==> config.mk <==
export PLATFORM = sky130hd
export DESIGN_NAME = xr_config_regs
export DESIGN_NICKNAME = d
export VERILOG_FILES = /design/src/source/xr_pkg.sv /design/src/source/xr_config_regs.sv
export VERILOG_INCLUDE_DIRS = /design/src /design/src/source
export SDC_FILE = /design/constraint.sdc
export NUM_CORES = 1
export LEC_CHECK = 0
export BUFFER_PORTS_ARGS = -buffer_cell sky130_fd_sc_hd__buf_2
export CORE_ASPECT_RATIO = 0.5
export CORE_MARGIN = 2
export CORE_UTILIZATION = 58
export CTS_BUF_LIST = sky130_fd_sc_hd__clkbuf_4 sky130_fd_sc_hd__clkbuf_8
export CTS_CLUSTER_DIAMETER = 100
export DETAILED_ROUTE_END_ITERATION = 10
export GPL_ROUTABILITY_DRIVEN = 0
export HOLD_SLACK_MARGIN = 0.15
export PLACE_DENSITY_LB_ADDON = 0.08
export SYNTH_ARGS = -nofsm -noshare
export SYNTH_HDL_FRONTEND = slang
export SYNTH_SLANG_ARGS = --single-unit
==> constraint.sdc <==
create_clock -name clk -period 4.95 [get_ports clk]
set_clock_uncertainty 0.1 [all_clocks]
set_input_delay 0.7425 -clock clk [delete_from_list [all_inputs] [get_ports clk]]
set_output_delay 0.7425 -clock clk [all_outputs]
set_load 0.05 [all_outputs]
==> src/source/xr_defines.svh <==
`ifndef XR_DEFINES_SVH
`define XR_DEFINES_SVH

// colour lookup RAM address width, one RAM per playfield
`define XR_COLOR_W      8

// tile region address width, top bit picks the second tile RAM
`define XR_TILE_W       11

// second tile RAM address width, higher addresses alias
`define XR_TILE2_W      9

// copper program address width in 32-bit longwords
`define XR_COPP_W       8

// implemented configuration registers and register-bus address width
`define XR_REGS_N       8
`define XR_REG_AW       7

// region codes, taken from XR address bits 15:14
`define XR_REGION_REGS  2'd0
`define XR_REGION_TILE  2'd1
`define XR_REGION_COLOR 2'd2
`define XR_REGION_COPP  2'd3

`endif

==> src/source/xr_pkg.sv <==
`default_nettype none

`include "xr_defines.svh"

package xr_pkg;

    typedef logic [15:0] word_t;
    typedef logic [15:0] addr_t;
    typedef logic [15:0] argb_t;

    typedef logic [`XR_COLOR_W-1:0] color_addr_t;
    typedef logic [`XR_TILE_W-1:0]  tile_addr_t;
    typedef logic [`XR_COPP_W-1:0]  copp_addr_t;

    // even word in the high half, odd word in the low half
    typedef logic [31:0] copp_word_t;

    typedef enum logic [1:0] {
        REGION_REGS  = `XR_REGION_REGS,
        REGION_TILE  = `XR_REGION_TILE,
        REGION_COLOR = `XR_REGION_COLOR,
        REGION_COPP  = `XR_REGION_COPP
    } xr_region_e;

    typedef struct packed {
        logic  wr;
        addr_t addr;
        word_t data;
    } xr_req_t;

    // copper only writes
    typedef struct packed {
        addr_t addr;
        word_t data;
    } copp_wr_t;

    typedef struct packed {
        color_addr_t a_addr;
        color_addr_t b_addr;
    } vgen_color_req_t;

    typedef struct packed {
        argb_t a_data;
        argb_t b_data;
    } color_pair_t;

    typedef struct packed {
        logic                  wr;
        logic [`XR_REG_AW-1:0] addr;
        word_t                 data;
    } xreg_bus_t;

    // regs[0] sits in the low 16 bits
    typedef struct packed {
        word_t [`XR_REGS_N-1:0] regs;
    } xr_cfg_t;

endpackage

`default_nettype wire

==> src/source/xr_config_regs.sv <==
`default_nettype none

`include "xr_defines.svh"

module xr_config_regs (
    input  wire logic              clk,
    input  wire logic              rst_n_i,
    input  wire xr_pkg::xreg_bus_t xreg_i,
    output      xr_pkg::word_t     xreg_data_o,
    output      xr_pkg::xr_cfg_t   cfg_o
);

    import xr_pkg::*;

    localparam int IDX_W = $clog2(`XR_REGS_N);

    xr_cfg_t          cfg_q;
    logic             in_range;
    logic [IDX_W-1:0] idx;

    // only the first XR_REGS_N addresses are implemented
    assign in_range = (xreg_i.addr < `XR_REGS_N);
    assign idx      = xreg_i.addr[IDX_W-1:0];

    always_ff @(posedge clk) begin
        if (!rst_n_i) begin
            cfg_q <= '0;
        end else if (xreg_i.wr && in_range) begin
            cfg_q.regs[idx] <= xreg_i.data;
        end
    end

    // sampled every cycle, so the arbiter finds the word in its ack cycle
    always_ff @(posedge clk) begin
        if (in_range) begin
            xreg_data_o <= cfg_q.regs[idx];
        end else begin
            xreg_data_o <= '0;
        end
    end

    assign cfg_o = cfg_q;

endmodule

`default_nettype wire

## Yosys cells after proc, flatten, opt, wreduce, memory -nomap -nowiden

Cells that the tools add are included.

- Bits in registers: 144
- Latch bits: 0
- Bits in writable memories: 0
- Memory bits (read-only): 0
- Bits of input ports: 26
- Memories kept: 0

- $add $sub $neg: 0
- Multiply operators: 0
- Divide/modulo/power cells: 0
- $lt $le $gt $ge: 3
- Equal/unequal tests: 0
- Shift operators: 0
- Muxes and demuxes: 5
- Bitwise operators: 0
- Reduce and logical (&&, ||, !) cells: 2

Operators with widths:

| cell | count |
|---|---|
| 128-bit bitwise mux | 1 |
| 16-bit binary-select mux with 3-bit select | 1 |
| 16-bit demux with 3-bit select | 1 |
| 16-bit two-way mux | 2 |
| 7-bit by 4-bit < comparator with 1-bit output (second input constant) | 1 |
| 3-bit by 4-bit < comparator with 1-bit output (second input constant) | 1 |
| 3-bit by 1-bit >= comparator with 1-bit output (second input constant) | 1 |
| 1-bit logical AND | 2 |

## Longest topological paths before layout

- Word-level depth: 5
- Mapped depth: 7

## Worst setup path before layout

OpenSTA, ideal clock, no wires.

- Kind: in2reg
- From: input port xreg_i[19] (netlist bit)
- To: register cfg_q (netlist bit cfg_o[85])
- Library setup time: 0.117 ns
- Arrival: 2.144 ns
- Required time: 4.733 ns
- Slack: 2.588 ns
- Stages on the path: 7
- Path through: or4_1 -> buf_2 -> nor4b_4 -> buf_6 -> buf_12 -> mux2i_1 -> nor2b_1

- Cells in the longest elaborated chain, start to end: 2

Ends and longest elaborated chain:

| element | line | source |
|---|---|---|
| start, declared | xr_config_regs.sv:8 | `input wire xr_pkg::xreg_bus_t xreg_i,` |
| 7-bit by 4-bit < comparator with 1-bit output (no source line) | - |  |
| 1-bit logical AND | xr_config_regs.sv:28 | `end else if (xreg_i.wr && in_range) begin` |
| end, declared | xr_config_regs.sv:17 | `xr_cfg_t cfg_q;` |

Every way passes these cells.
A chain may end at the register's enable or synchronous reset.

## Worst setup path in the final report

- From: input port xreg_i[18] (netlist bit)
- To: register cfg_q (netlist bit cfg_o[55])

- Cells in the longest elaborated chain, start to end: 5
- Elaborated cells between the ends (all ways): 8

Ends and longest elaborated chain:

| element | line | source |
|---|---|---|
| 3-bit by 4-bit < comparator with 1-bit output (not written as such) or 3-bit by 1-bit >= comparator with 1-bit output (tied branches) | xr_config_regs.sv:29 | `cfg_q.regs[idx] <= xreg_i.data;` |
| 1-bit logical AND (not written as such) | xr_config_regs.sv:29 |  |
| 16-bit two-way mux (not written as such) | xr_config_regs.sv:29 |  |
| 16-bit demux with 3-bit select | xr_config_regs.sv:29 |  |
| 128-bit bitwise mux | xr_config_regs.sv:29 |  |

Several ways; a longest one is shown, not always the timed one.

==> out/results.ini <==
[route]
vias_per_cell=6.02
via_count=5567
drc=0
drtIter0Drc=614
firstDrtPassIters=7
postRouteAntennaNets=0
routed_wl_um=18500
post_drt_wl_per_cell_um=20.0

[grt]
use_met1_pct=54.4
antenna_found_initial=0
overflow=0
grt_pass1_wl_um=27200
grt_max_degree=100
top_usage_layer=met1
grt.met2_usage_pct=41.4
grt_pass1_vias=4561
met3_usage_pct=10.1
grt_usage_pct=33.5

[synthesis]
synth_top_family_by_area=compound AO/OA/AOI/OAI gates
synth_fa_ha_area_share_pct=0
synth_cell_types=29
syn_avg_cell_area_sq_um=9.09
synth_xor_xnor_area_share_pct=0
synth_nets=673
ys_warn_count=0
yosys_register_bits=144
synthMuxAreaShare_pct=8.21
syn_area_sq_um=5880
syn_inst=647
synth_simple_gate_area_share_pct=18.2
yosysSeqAreaShare_pct=49.0
synth-compound-area-share_pct=19.9

[sta]
setup_viol=0
whs_ns=0.387
maxSlewViolCount=0
hold_viol=0
finalSetupTns_ns=0
rsz0062_at_grt=false
max_freq_mhz=347
min_period_ns=2.88
tightestPinTransition_ns=1.23
fin_crit_sh_pct=58.3
slew_headroom_pct=18.0
timing.final.ws_setup_ns=2.07

[clock_network]
post_cts_buffers=0
clk_latency_ns=0.44
cts_tree=yes
clock-sinks=144
cts_buffers=17
cts.hold.buffers_added=0
cts_max_path_buffers=2
cts_resized=0
clkTransAtPathRegs_ns=0.08
htreeDepth=4
clockRootBuffer=clkbuf_8

[pwr]
power_density_nw_per_um2=322
p_leak_nw=3.01
irDropWorstVdd_v=0.000228
finalPower_mw=2.28

[placement]
pre_cts_slack_ns=1.65
dp_cells=893
placed_area_sq_um=6660
dp_hpwl_um=13600
io_buffers=169

[floorplanning]
start_util_pct=60.9
coreArea_sq_um=9670
fp-row-count=25
die_area_sq_um=11000
die_w_um=146
dieHeight_um=75.2
pin_count=170

[cells_and_area]
final_common_cell=buf_2
nets=803
final_core_util_pct=73.3
antenna_cells=0
nFillCells=743
fin_area_sq_um=7080
final_cells=925
final_cell_mix=buf_2, dfxtp_1, nand2_1, nand3_1, o21ai_0
drive_gt1_share_pct=26.8
area_growth_pct=20.3

[worst_setup_path]
worstPathRequired_ns=5.13
crit_fanout=32
end_kind=flop
cp-start-kind=primary input
slowest_delay_ns=0.99
crit_chain=buf_2 > inv_1 > nand4_1 > nand3_1 > o21ai_0
cp_data_arrival_time_ns=3.07
worstSetupPathType=primary input to flop
cp_slowest_cell=nand4_1

[run_status]
status=finished, final reports clean

[job]
maxCapViolCount=0

[worst_hold_path]
hp-class=flop to flop

## final timing paths
kind         cells after the start  slack [ns]  startpoint             end
min reg2reg                      2        0.39  cfg_o[120]      cfg_o[120]
min                              2        0.39  cfg_o[120]      cfg_o[120]
max                              5        2.07  xreg_i[18]       cfg_o[55]
max reg2reg                      3        3.43   cfg_o[87]  xreg_data_o[7]
## worst max-delay path: cells and delay by family
| kind | cells | cell delay, ns |
|---|---|---|
| AND/OR/NAND/NOR | 2 | 1.36 |
| buffers and inverters | 2 | 0.82 |
| AO/OA/AOI/OAI | 1 | 0.12 |
## state kept, by name, summed over array words and instances (netlist names)
register / flops
cfg_o: 128
xreg_data_o: 16
## layer usage
metal / part of all wire (%) / wire length, um
met1: 48 / 8940
met2: 37 / 6880
met3: 14 / 2510
met4: 0.78 / 144
met5: 0 / 0
## logic make-up after synthesis
| logic type | Yosys count |
|---|---|
| AOI/OAI and AO/OA | 177 |
| buffers and inverters | 63 |
| DFF | 144 |
| muxes | 42 |
| and+or+nand+nor | 221 |
## cell usage after synthesis, drive strengths merged
library cell  count  area share (%)
a221oi           33             4.9
nor2             14            0.89
inv               1           0.064
nand4             2            0.21
nand4b            1            0.15
nand2            85             5.4
nand3            68             5.8
nor4b             1            0.40
and3              2            0.21
dfxtp           144              49
o21ai            64             5.4
and2              4            0.43
o2bb2ai           5            0.74
o21a             11             1.4
a31oi             5            0.53
a22oi            11             1.4
nor2b            42             4.5
mux2i            37             6.3
clkbuf           46             2.9
a21boi           32             4.1
mux4              5             1.9
or4               1            0.13
nor4              1            0.11
a21oi            16             1.4
buf              16             1.7
## report_power, final
part	total [mW]	internal [mW]	switching (mW)
logic	0.143	0.0369	0.106
clock network	0.974	0.518	0.456
registers	1.16	1.16	0.00258
total	2.28	1.72	0.565
## cell type report
type	count	area [sq um]	share of cell area, %
flip-flops and latches	144	2880	40.7
multi-input cells	440	2730	38.6
repair buffers	173	878	12.4
clock buffers	19	255	3.60
well taps	135	169	2.39
clock inverters	13	163	2.30
inverters	1	3.75	0.0530
Power figures use the tool's default switching activity.
